==> config.mk <==
export PLATFORM = sky130hd
export DESIGN_NAME = sigma_delta_processor
export DESIGN_NICKNAME = d
export VERILOG_FILES = /design/src/source/sd_control_pkg.sv /design/src/source/sd_filter_pkg.sv /design/src/source/sd_timing_if.sv /design/src/source/sigma_delta_processor.sv /design/src/source/sd_output_combiner.sv /design/src/source/sd_fault_comparator.sv /design/src/source/sd_threshold_registers.sv /design/src/source/sd_sinc3_channel.sv /design/src/source/sd_clock_generator.sv
export VERILOG_INCLUDE_DIRS = /design/src /design/src/source
export SDC_FILE = /design/constraint.sdc
export NUM_CORES = 1
export LEC_CHECK = 0
export ABC_AREA = 1
export BUFFER_PORTS_ARGS = -buffer_cell sky130_fd_sc_hd__buf_4
export CAP_MARGIN = 20
export CORE_MARGIN = 3
export CORE_UTILIZATION = 60
export DETAILED_ROUTE_END_ITERATION = 8
export PLACE_DENSITY = 0.88
export SYNTH_ARGS = -nofsm -noshare
export SYNTH_HDL_FRONTEND = slang
export SYNTH_HIERARCHICAL = 1
export SYNTH_SLANG_ARGS = --single-unit
==> constraint.sdc <==
create_clock -name clock -period 7.2 [get_ports clock]
set_clock_uncertainty 0.15 [all_clocks]
set_input_delay 0.36 -clock clock [delete_from_list [all_inputs] [get_ports clock]]
set_output_delay 0.36 -clock clock [all_outputs]
set_load 0.01 [all_outputs]
==> src/source/sd_processor_config.svh <==
`ifndef SD_PROCESSOR_CONFIG_SVH
`define SD_PROCESSOR_CONFIG_SVH

// Number of modulator bit streams
`define SD_N_CHANNELS 2

// System clocks per modulator clock period
// Must be even so both clock phases are equal
`define SD_CLOCK_DIVIDER 4

// Decimation ratios in modulator samples
`define SD_MAIN_DECIMATION 16
`define SD_COMPARATOR_DECIMATION 4

// Sinc3 widths are 3*log2(ratio)+1 so full scale fits unsigned
`define SD_MAIN_WIDTH 13
`define SD_COMPARATOR_WIDTH 7

// Threshold register address width
`define SD_REG_ADDRESS_WIDTH 4

`endif
==> src/source/sd_control_pkg.sv <==
`include "sd_processor_config.svh"

package sd_control_pkg;

    // Threshold register address
    typedef logic [`SD_REG_ADDRESS_WIDTH-1:0] reg_address_t;

    // Fault limit, same scale as the comparator result
    typedef logic [`SD_COMPARATOR_WIDTH-1:0] threshold_t;

    // Output combiner FSM
    // IDLE waits for a main decimation
    // EMIT walks the captured results
    typedef enum logic {
        IDLE,
        EMIT
    } combiner_state_t;

endpackage

==> src/source/sd_filter_pkg.sv <==
`include "sd_processor_config.svh"

package sd_filter_pkg;

    ////////////////////////////////////////////////////////////////////
    // Filter result types
    ////////////////////////////////////////////////////////////////////

    // Full width main decimator output
    typedef logic [`SD_MAIN_WIDTH-1:0] main_result_t;

    // Coarse comparator decimator output
    typedef logic [`SD_COMPARATOR_WIDTH-1:0] comparator_result_t;

    ////////////////////////////////////////////////////////////////////
    // Channel numbering
    ////////////////////////////////////////////////////////////////////

    // At least one bit even for a single channel
    localparam int CHANNEL_ID_WIDTH =
        (`SD_N_CHANNELS > 1) ? $clog2(`SD_N_CHANNELS) : 1;

    // Tag carried with each combined result
    typedef logic [CHANNEL_ID_WIDTH-1:0] channel_id_t;

endpackage

==> src/source/sd_timing_if.sv <==
`timescale 1ns/1ps

interface sd_timing_if;

    // Modulator clock level
    logic sd_clock;
    // One cycle pulse as sd_clock goes high
    logic sample_strobe;
    // Decimation pulses, each coincident with a sample strobe
    logic main_decimate;
    logic comparator_decimate;

    // Clock generator side
    modport generator (output sd_clock, sample_strobe, main_decimate, comparator_decimate);

    // Filter side
    modport channel (input sd_clock, sample_strobe, main_decimate, comparator_decimate);

endinterface

==> src/source/sigma_delta_processor.sv <==
`timescale 1ns/1ps
`include "sd_processor_config.svh"

module sigma_delta_processor (
    input  logic clock,
    input  logic rst_n,
    input  logic enable,
    input  logic sync,
    input  logic [`SD_N_CHANNELS-1:0] data_in,
    input  logic reg_write,
    input  sd_control_pkg::reg_address_t reg_address,
    input  sd_control_pkg::threshold_t reg_wdata,
    output logic clock_out,
    output logic out_valid,
    output sd_filter_pkg::channel_id_t out_channel,
    output sd_filter_pkg::main_result_t out_data,
    output logic [`SD_N_CHANNELS-1:0] fault
);

    sd_timing_if timing ();

    sd_filter_pkg::main_result_t main_results [`SD_N_CHANNELS];
    logic [`SD_N_CHANNELS-1:0] main_valid;
    sd_filter_pkg::comparator_result_t comparator_results [`SD_N_CHANNELS];
    logic [`SD_N_CHANNELS-1:0] comparator_valid;
    sd_control_pkg::threshold_t low_threshold [`SD_N_CHANNELS];
    sd_control_pkg::threshold_t high_threshold [`SD_N_CHANNELS];

    //////////////////////////////////////////////////////////////////////
    // Clock and strobes
    //////////////////////////////////////////////////////////////////////

    sd_clock_generator clock_generator (
        .clock  (clock),
        .rst_n  (rst_n),
        .enable (enable),
        .sync   (sync),
        .timing (timing.generator)
    );

    // Modulators run from this level
    assign clock_out = timing.sd_clock;

    //////////////////////////////////////////////////////////////////////
    // Filters
    //////////////////////////////////////////////////////////////////////

    // Both decimators of a channel see the same bit stream
    for (genvar i = 0; i < `SD_N_CHANNELS; i++) begin : gen_channel
        sd_sinc3_channel #(
            .DECIMATION_SOURCE (1'b0),
            .RESULT_WIDTH      (`SD_MAIN_WIDTH)
        ) main_filter (
            .clock        (clock),
            .rst_n        (rst_n),
            .data_bit     (data_in[i]),
            .timing       (timing.channel),
            .result       (main_results[i]),
            .result_valid (main_valid[i])
        );

        sd_sinc3_channel #(
            .DECIMATION_SOURCE (1'b1),
            .RESULT_WIDTH      (`SD_COMPARATOR_WIDTH)
        ) comparator_filter (
            .clock        (clock),
            .rst_n        (rst_n),
            .data_bit     (data_in[i]),
            .timing       (timing.channel),
            .result       (comparator_results[i]),
            .result_valid (comparator_valid[i])
        );
    end

    //////////////////////////////////////////////////////////////////////
    // Fault detection and output
    //////////////////////////////////////////////////////////////////////

    sd_threshold_registers threshold_registers (
        .clock          (clock),
        .rst_n          (rst_n),
        .reg_write      (reg_write),
        .reg_address    (reg_address),
        .reg_wdata      (reg_wdata),
        .low_threshold  (low_threshold),
        .high_threshold (high_threshold)
    );

    sd_fault_comparator fault_comparator (
        .clock          (clock),
        .rst_n          (rst_n),
        .results        (comparator_results),
        .result_valid   (comparator_valid),
        .low_threshold  (low_threshold),
        .high_threshold (high_threshold),
        .fault          (fault)
    );

    sd_output_combiner output_combiner (
        .clock        (clock),
        .rst_n        (rst_n),
        .results      (main_results),
        .result_valid (main_valid),
        .out_valid    (out_valid),
        .out_channel  (out_channel),
        .out_data     (out_data)
    );

endmodule

==> src/source/sd_output_combiner.sv <==
`timescale 1ns/1ps
`include "sd_processor_config.svh"

module sd_output_combiner (
    input  logic clock,
    input  logic rst_n,
    input  sd_filter_pkg::main_result_t results [`SD_N_CHANNELS],
    input  logic [`SD_N_CHANNELS-1:0] result_valid,
    output logic out_valid,
    output sd_filter_pkg::channel_id_t out_channel,
    output sd_filter_pkg::main_result_t out_data
);

    localparam sd_filter_pkg::channel_id_t LAST_CHANNEL =
        sd_filter_pkg::channel_id_t'(`SD_N_CHANNELS - 1);

    sd_control_pkg::combiner_state_t state;
    sd_filter_pkg::channel_id_t emit_index;
    sd_filter_pkg::main_result_t held [`SD_N_CHANNELS];
    logic capture;

    // Main channels decimate together so any valid bit starts a burst
    assign capture = |result_valid;

    //////////////////////////////////////////////////////////////////////
    // Result capture
    //////////////////////////////////////////////////////////////////////

    always_ff @(posedge clock) begin
        if (capture) begin
            for (int n = 0; n < `SD_N_CHANNELS; n++) begin
                held[n] <= results[n];
            end
        end
    end

    //////////////////////////////////////////////////////////////////////
    // Burst FSM
    //////////////////////////////////////////////////////////////////////

    always_ff @(posedge clock) begin
        if (!rst_n) begin
            state <= sd_control_pkg::IDLE;
            emit_index <= '0;
        end else begin
            case (state)
                sd_control_pkg::IDLE: begin
                    emit_index <= '0;
                    if (capture) begin
                        state <= sd_control_pkg::EMIT;
                    end
                end
                sd_control_pkg::EMIT: begin
                    // One channel per cycle, back to idle after the last
                    if (emit_index == LAST_CHANNEL) begin
                        state <= sd_control_pkg::IDLE;
                        emit_index <= '0;
                    end else begin
                        emit_index <= emit_index + 1'b1;
                    end
                end
                default: state <= sd_control_pkg::IDLE;
            endcase
        end
    end

    assign out_valid = (state == sd_control_pkg::EMIT);
    assign out_channel = emit_index;
    assign out_data = held[emit_index];

endmodule

==> src/source/sd_fault_comparator.sv <==
`timescale 1ns/1ps
`include "sd_processor_config.svh"

module sd_fault_comparator (
    input  logic clock,
    input  logic rst_n,
    input  sd_filter_pkg::comparator_result_t results [`SD_N_CHANNELS],
    input  logic [`SD_N_CHANNELS-1:0] result_valid,
    input  sd_control_pkg::threshold_t low_threshold [`SD_N_CHANNELS],
    input  sd_control_pkg::threshold_t high_threshold [`SD_N_CHANNELS],
    output logic [`SD_N_CHANNELS-1:0] fault
);

    // Out of window flag per channel
    logic [`SD_N_CHANNELS-1:0] outside;

    always_comb begin
        for (int n = 0; n < `SD_N_CHANNELS; n++) begin
            // Strict compare so a result equal to a limit is still good
            outside[n] = (results[n] > high_threshold[n]) ||
                         (results[n] < low_threshold[n]);
        end
    end

    //////////////////////////////////////////////////////////////////////
    // Fault levels
    //////////////////////////////////////////////////////////////////////

    // Each level follows its own channel and holds between results
    always_ff @(posedge clock) begin
        if (!rst_n) begin
            fault <= '0;
        end else begin
            for (int n = 0; n < `SD_N_CHANNELS; n++) begin
                if (result_valid[n]) begin
                    fault[n] <= outside[n];
                end
            end
        end
    end

endmodule

==> src/source/sd_threshold_registers.sv <==
`timescale 1ns/1ps
`include "sd_processor_config.svh"

module sd_threshold_registers (
    input  logic clock,
    input  logic rst_n,
    input  logic reg_write,
    input  sd_control_pkg::reg_address_t reg_address,
    input  sd_control_pkg::threshold_t reg_wdata,
    output sd_control_pkg::threshold_t low_threshold [`SD_N_CHANNELS],
    output sd_control_pkg::threshold_t high_threshold [`SD_N_CHANNELS]
);

    //////////////////////////////////////////////////////////////////////
    // Register map
    //////////////////////////////////////////////////////////////////////

    // Even address is the low bound of channel address/2
    // Odd address is the high bound
    // Addresses past the last channel fall through

    always_ff @(posedge clock) begin
        if (!rst_n) begin
            for (int n = 0; n < `SD_N_CHANNELS; n++) begin
                low_threshold[n] <= '0;
                high_threshold[n] <= '0;
            end
        end else if (reg_write) begin
            for (int n = 0; n < `SD_N_CHANNELS; n++) begin
                // Low bound
                if (reg_address == sd_control_pkg::reg_address_t'(2 * n)) begin
                    low_threshold[n] <= reg_wdata;
                end
                // High bound
                if (reg_address == sd_control_pkg::reg_address_t'(2 * n + 1)) begin
                    high_threshold[n] <= reg_wdata;
                end
            end
        end
    end

endmodule

==> src/source/sd_sinc3_channel.sv <==
`timescale 1ns/1ps

module sd_sinc3_channel #(
    // 0 follows main_decimate, 1 follows comparator_decimate
    parameter bit DECIMATION_SOURCE = 1'b0,
    parameter int RESULT_WIDTH = 13
) (
    input  logic clock,
    input  logic rst_n,
    input  logic data_bit,
    sd_timing_if.channel timing,
    output logic [RESULT_WIDTH-1:0] result,
    output logic result_valid
);

    logic decimate;

    logic [RESULT_WIDTH-1:0] integrator_1;
    logic [RESULT_WIDTH-1:0] integrator_2;
    logic [RESULT_WIDTH-1:0] integrator_3;
    logic [RESULT_WIDTH-1:0] sum_1;
    logic [RESULT_WIDTH-1:0] sum_2;
    logic [RESULT_WIDTH-1:0] sum_3;
    logic [RESULT_WIDTH-1:0] integrator_now;

    logic [RESULT_WIDTH-1:0] comb_delay_1;
    logic [RESULT_WIDTH-1:0] comb_delay_2;
    logic [RESULT_WIDTH-1:0] comb_delay_3;
    logic [RESULT_WIDTH-1:0] comb_1;
    logic [RESULT_WIDTH-1:0] comb_2;
    logic [RESULT_WIDTH-1:0] comb_3;

    assign decimate = DECIMATION_SOURCE ? timing.comparator_decimate : timing.main_decimate;

    //////////////////////////////////////////////////////////////////////
    // Integrators
    //////////////////////////////////////////////////////////////////////

    // Cascade settles within one cycle, all sums wrap modulo 2^RESULT_WIDTH
    assign sum_1 = integrator_1 + RESULT_WIDTH'(data_bit);
    assign sum_2 = integrator_2 + sum_1;
    assign sum_3 = integrator_3 + sum_2;

    // Last stage including the sample of this cycle
    assign integrator_now = timing.sample_strobe ? sum_3 : integrator_3;

    //////////////////////////////////////////////////////////////////////
    // Combs
    //////////////////////////////////////////////////////////////////////

    assign comb_1 = integrator_now - comb_delay_1;
    assign comb_2 = comb_1 - comb_delay_2;
    assign comb_3 = comb_2 - comb_delay_3;

    always_ff @(posedge clock) begin
        if (!rst_n) begin
            integrator_1 <= '0;
            integrator_2 <= '0;
            integrator_3 <= '0;
            comb_delay_1 <= '0;
            comb_delay_2 <= '0;
            comb_delay_3 <= '0;
            result_valid <= 1'b0;
        end else begin
            result_valid <= decimate;
            if (timing.sample_strobe) begin
                integrator_1 <= sum_1;
                integrator_2 <= sum_2;
                integrator_3 <= sum_3;
            end
            // Comb delays advance at the output rate
            if (decimate) begin
                comb_delay_1 <= integrator_now;
                comb_delay_2 <= comb_1;
                comb_delay_3 <= comb_2;
            end
        end
    end

    // Result is only meaningful with result_valid
    always_ff @(posedge clock) begin
        if (decimate) begin
            result <= comb_3;
        end
    end

endmodule

==> src/source/sd_clock_generator.sv <==
`timescale 1ns/1ps
`include "sd_processor_config.svh"

module sd_clock_generator (
    input  logic clock,
    input  logic rst_n,
    input  logic enable,
    input  logic sync,
    sd_timing_if.generator timing
);

    localparam int HALF_PERIOD = `SD_CLOCK_DIVIDER / 2;
    localparam int DIV_WIDTH = (HALF_PERIOD > 1) ? $clog2(HALF_PERIOD) : 1;
    localparam int MAIN_COUNT_WIDTH = $clog2(`SD_MAIN_DECIMATION);
    localparam int COMP_COUNT_WIDTH = $clog2(`SD_COMPARATOR_DECIMATION);

    logic [DIV_WIDTH-1:0] divider_count;
    logic sd_clock;
    logic sample_strobe;
    logic half_done;
    logic rising_next;
    logic [MAIN_COUNT_WIDTH-1:0] main_count;
    logic [MAIN_COUNT_WIDTH-1:0] main_base;
    logic [COMP_COUNT_WIDTH-1:0] comparator_count;
    logic main_decimate;
    logic comparator_decimate;

    //////////////////////////////////////////////////////////////////////
    // Modulator clock divider
    //////////////////////////////////////////////////////////////////////

    // End of a half period, only counted while enabled
    assign half_done = enable && (divider_count == DIV_WIDTH'(HALF_PERIOD - 1));
    // Next toggle is a rising one
    assign rising_next = half_done && !sd_clock;

    always_ff @(posedge clock) begin
        if (!rst_n) begin
            divider_count <= '0;
            sd_clock <= 1'b0;
            sample_strobe <= 1'b0;
        end else begin
            // Strobe lands in the same cycle as the new high level
            sample_strobe <= rising_next;
            if (half_done) begin
                divider_count <= '0;
                sd_clock <= !sd_clock;
            end else if (enable) begin
                divider_count <= divider_count + 1'b1;
            end
        end
    end

    //////////////////////////////////////////////////////////////////////
    // Decimation counters
    //////////////////////////////////////////////////////////////////////

    // Sync restarts the main phase
    // A sample issued in the sync cycle is the first one after it
    assign main_base = sync ? '0 : main_count;

    always_ff @(posedge clock) begin
        if (!rst_n) begin
            main_count <= '0;
            comparator_count <= '0;
            main_decimate <= 1'b0;
            comparator_decimate <= 1'b0;
        end else begin
            main_decimate <= 1'b0;
            comparator_decimate <= 1'b0;
            main_count <= main_base;
            if (rising_next) begin
                if (main_base == MAIN_COUNT_WIDTH'(`SD_MAIN_DECIMATION - 1)) begin
                    main_count <= '0;
                    main_decimate <= 1'b1;
                end else begin
                    main_count <= main_base + 1'b1;
                end
                // Free running, sync leaves it alone
                if (comparator_count == COMP_COUNT_WIDTH'(`SD_COMPARATOR_DECIMATION - 1)) begin
                    comparator_count <= '0;
                    comparator_decimate <= 1'b1;
                end else begin
                    comparator_count <= comparator_count + 1'b1;
                end
            end
        end
    end

    assign timing.sd_clock = sd_clock;
    assign timing.sample_strobe = sample_strobe;
    assign timing.main_decimate = main_decimate;
    assign timing.comparator_decimate = comparator_decimate;

endmodule

==> results.py <==
metrics = {
    "cts": {
        "clk_latency_ns": 0.55,
        "cts-root-buf": "clkbuf_16",
        "h-tree-depth": 2,
        "cts_made_buffers": 40,
        "cts_sinks": 354,
        "tritoncts": "built",
        "clk_pin_slew_ns": 0.06,
        "clockBufferDepth": 3,
    },
    "final_layout": {
        "instances_no_fill": 3567,
        "final_area_mm2": 0.02487,
        "final_common_cell": "inv_1",
        "nFillCells": 2827,
        "fin_nets": 3290,
        "antennaDiodeCount": 0,
        "final_cell_mix": "inv_1, nand2_1, a21oi_1",
        "finish.utilization": 0.6730,
        "area_growth_pct": 9.629,
        "final_layout_size_suffix_gt1_frac": 0.08586,
    },
    "run_status": {
        "status": "complete, no violations",
    },
    "timing": {
        "max_slew_margin": 0.4432,
        "post-route-period-util": 0.9446,
        "slew_viol_final": 0,
        "tightestPinTransition_ns": 0.8352,
        "clock.fmax_ghz": 0.1470,
        "period_minus_slack_ns": 6.801,
        "hold_violations": 0,
        "finalSetupViolCount": 0,
    },
    "global_route": {
        "grt_pass1_wl_um": 83510,
        "antenna_found_initial": 0,
        "overflow": 0,
        "first_global_vias": 18966,
        "track_usage": 0.2365,
        "grt_max_degree": 77,
    },
    "power_and_ir_drop": {
        "powerDensity_mw_per_mm2": 218.0,
        "ir_worst_vdd_uv": 156.6,
        "leakage_nw": 12.24,
    },
    "setup_path": {
        "crit_cells": 37,
        "cp_common_cell": "nand2_1",
        "crit_required_ns": 7.34,
        "cp-end-kind": "register",
        "r2r_cells": 37,
        "cp_top_family": "compound AO/OA/AOI/OAI gates",
        "crit_buf_inv": 2,
        "crit_path_start_kind": "register",
        "critical_path.max_fanout": 4,
        "path_class": "register to register",
        "r2r_setup_slack_ns": 0.40,
        "critPathMaxStageDelay_ns": 0.41,
        "worst_ep_arrival_time_ns": 6.94,
        "cpMaxStageDelayCell": "ha_1",
    },
    "route": {
        "routedWlPerCell_um": 13.66,
        "ant_nets": 0,
        "routed_wl_um": 48730,
        "dr.pass1.iters": 5,
        "vias_per_cell": 5.374,
        "drt_iter0_markers": 1312,
        "num_vias": 19170,
        "drc_errors": 0,
    },
    "synthesis": {
        "syn_nets": 3271,
        "yosysWarnings": 6,
        "synth_edf_count": 66,
        "postSynthAreaPerCell_um2": 7.530,
        "ys_types": 54,
        "netlist_area_mm2": 0.02269,
        "syn_inst": 3013,
        "ys_seq_area_frac": 0.3415,
        "synthTopCellsByArea": "dfxtp_1, ha_1, inv_1, edfxtp_1, a21oi_1",
        "synth_top_cell_by_area": "dfxtp_1",
        "ys_ff_latch": 354,
        "ys_async_sr_fraction": 0,
        "yosys.area.top_type_share": 0.2541,
        "synth_top_flop_cell": "dfxtp_1",
    },
    "floorplan": {
        "die_x_um": 200.5,
        "fp.dieH_um": 200.5,
        "io_pins": 36,
        "rows": 70,
        "start_util": 0.6138,
        "core_mm2": 0.03696,
        "die_area_mm2": 0.04018,
    },
    "placement": {
        "dp_hpwl_um": 33440,
        "portBuffers": 35,
        "dp.cells": 3483,
        "place_area_mm2": 0.02326,
        "gp_congestion": 0.9028,
    },
    "hold_path": {
        "hp-class": "input pin to register",
        "worstHoldPathCells": 4,
    },
    "job": {
        "max-cap-violations": 0,
    },
}
-- timing repair --
item | CTS | global route
setup endpoints to repair | 0 | 3
buffers inserted | 0 | 8
resized for setup | 0 | 27
hold endpoints to repair | 3 | 0
hold buffers | 2 | 0
-- sequential cells by signal, indices dropped and copies added, names as in the netlist, 2 cells and up, named ones only --
signal / cells
gen_channel.main_filter/result_valid: 2
gen_channel.main_filter/result: 26
gen_channel.comparator_filter/result_valid: 2
gen_channel.main_filter/integrator_1: 26
threshold_registers/high_threshold: 14
threshold_registers/low_threshold: 14
clock_generator/main_count: 4
clock_generator/comparator_count: 2
gen_channel.main_filter/comb_delay_2: 26
gen_channel.comparator_filter/result: 14
gen_channel.comparator_filter/comb_delay_2: 14
gen_channel.comparator_filter/comb_delay_3: 14
gen_channel.comparator_filter/integrator_1: 14
output_combiner/held: 26
gen_channel.comparator_filter/integrator_3: 14
gen_channel.main_filter/integrator_3: 26
gen_channel.comparator_filter/comb_delay_1: 14
gen_channel.comparator_filter/integrator_2: 14
fault_comparator/fault: 2
gen_channel.main_filter/comb_delay_1: 26
gen_channel.main_filter/comb_delay_3: 26
gen_channel.main_filter/integrator_2: 26
-- worst register-to-register path: cells and delay by family (launching register included) --
kind,cells,cell delay [ns]
AND/OR/NAND/NOR,8,0.55
buffers and inverters,2,0.12
AO/OA/AOI/OAI,14,2.18
flip-flops,1,0.35
adder cells (fa/ha/maj),7,2.13
XOR/XNOR,6,1.08
-- logic make-up (layout without fill, tap and decap cells) --
group,Yosys count,in the layout,share of synthesized area
muxes,4,4,0.001765
xor gates and xnor gates,160,160,0.06243
DFF,354,354,0.3415
and+or+nand+nor,865,865,0.1753
adders and majority gates,240,240,0.1390
buffers and inverters,730,780,0.1258
AOI/OAI and AO/OA,660,660,0.1542
-- power breakdown --
group / switching, mW / internal, mW / total [mW] / leakage (nW)
registers: 0.0240 / 2.09 / 2.12 / 2.93
logic: 0.719 / 0.464 / 1.18 / 8.63
clock network: 0.834 / 1.29 / 2.12 / 0.677
-- stage by stage --
step           setup TNS [ns]  worst slack (ns)  hold slack (ns)  power, mW
3_5_place_dp                0            0.1328           0.2545      3.267
6_report                    0            0.3991          0.08063      5.423
3_3_place_gp                0            0.3846           0.2539      3.196
4_1_cts                     0            0.1330          0.06285      5.410
5_1_grt              -0.07318          -0.07318          0.09862      5.693
2_1_floorplan               0            0.9971           0.2503      3.041
-- final timing paths --
kind	startpoint	endpoint
max reg2reg	gen_channel[0].main_filter/integrator_1[0]$_SDFFE_PN0P_	gen_channel[0].main_filter/result[12]$_DFFE_PP_
min reg2reg	gen_channel[1].main_filter/result[3]$_DFFE_PP_	output_combiner/held[1][3]$_DFFE_PP_
min	reg_address[0]	threshold_registers/high_threshold[3]$_SDFFE_PN0P_
max	gen_channel[0].main_filter/integrator_1[0]$_SDFFE_PN0P_	gen_channel[0].main_filter/result[12]$_DFFE_PP_
-- per-layer routing --
layer | wire length (um) | global-route usage | up-vias
met2 | 24610 | 0.4404 | 502
met3 | 2180 | 0.03405 | 141
met4 | 1474 | 0.08758 | 0
met5 | 0 | 0 | -
li1 | - | - | 9710
met1 | 20460 | 0.2752 | 8817
-- cells in the mapped netlist (4+ instances only) --
master / count
nand4_1: 39
nand3_2: 21
nand2_1: 393
nand2_2: 35
o21ai_0: 237
fa_1: 20
o211ai_1: 16
inv_1: 622
nor2_1: 226
o21bai_1: 11
ha_1: 220
nand4_2: 5
nor3_1: 8
a31oi_1: 12
a21oi_2: 4
a211oi_1: 9
xnor2_1: 39
a21oi_1: 295
nor2_2: 9
inv_2: 18
a21o_1: 11
nand3_1: 100
clkbuf_1: 55
o21ai_1: 52
clkinv_1: 9
edfxtp_1: 66
nor2_4: 6
xor2_1: 119
buf_6: 6
nand3b_2: 6
dfxtp_1: 288
buf_4: 8
mux2i_1: 4
buf_2: 8
-- area by class of cell --
cell class              count  area, um2  area share
multi-input cells        1929      12210      0.4910
inverters                 649       2436     0.09794
flip-flops and latches    354       7754      0.3117
clock inverters            14      193.9    0.007797
well taps                 504      630.6     0.02535
repair buffers             58      460.4     0.01851
clock buffers              59       1185     0.04764
No activity file was read; power rests on OpenSTA's default activity.
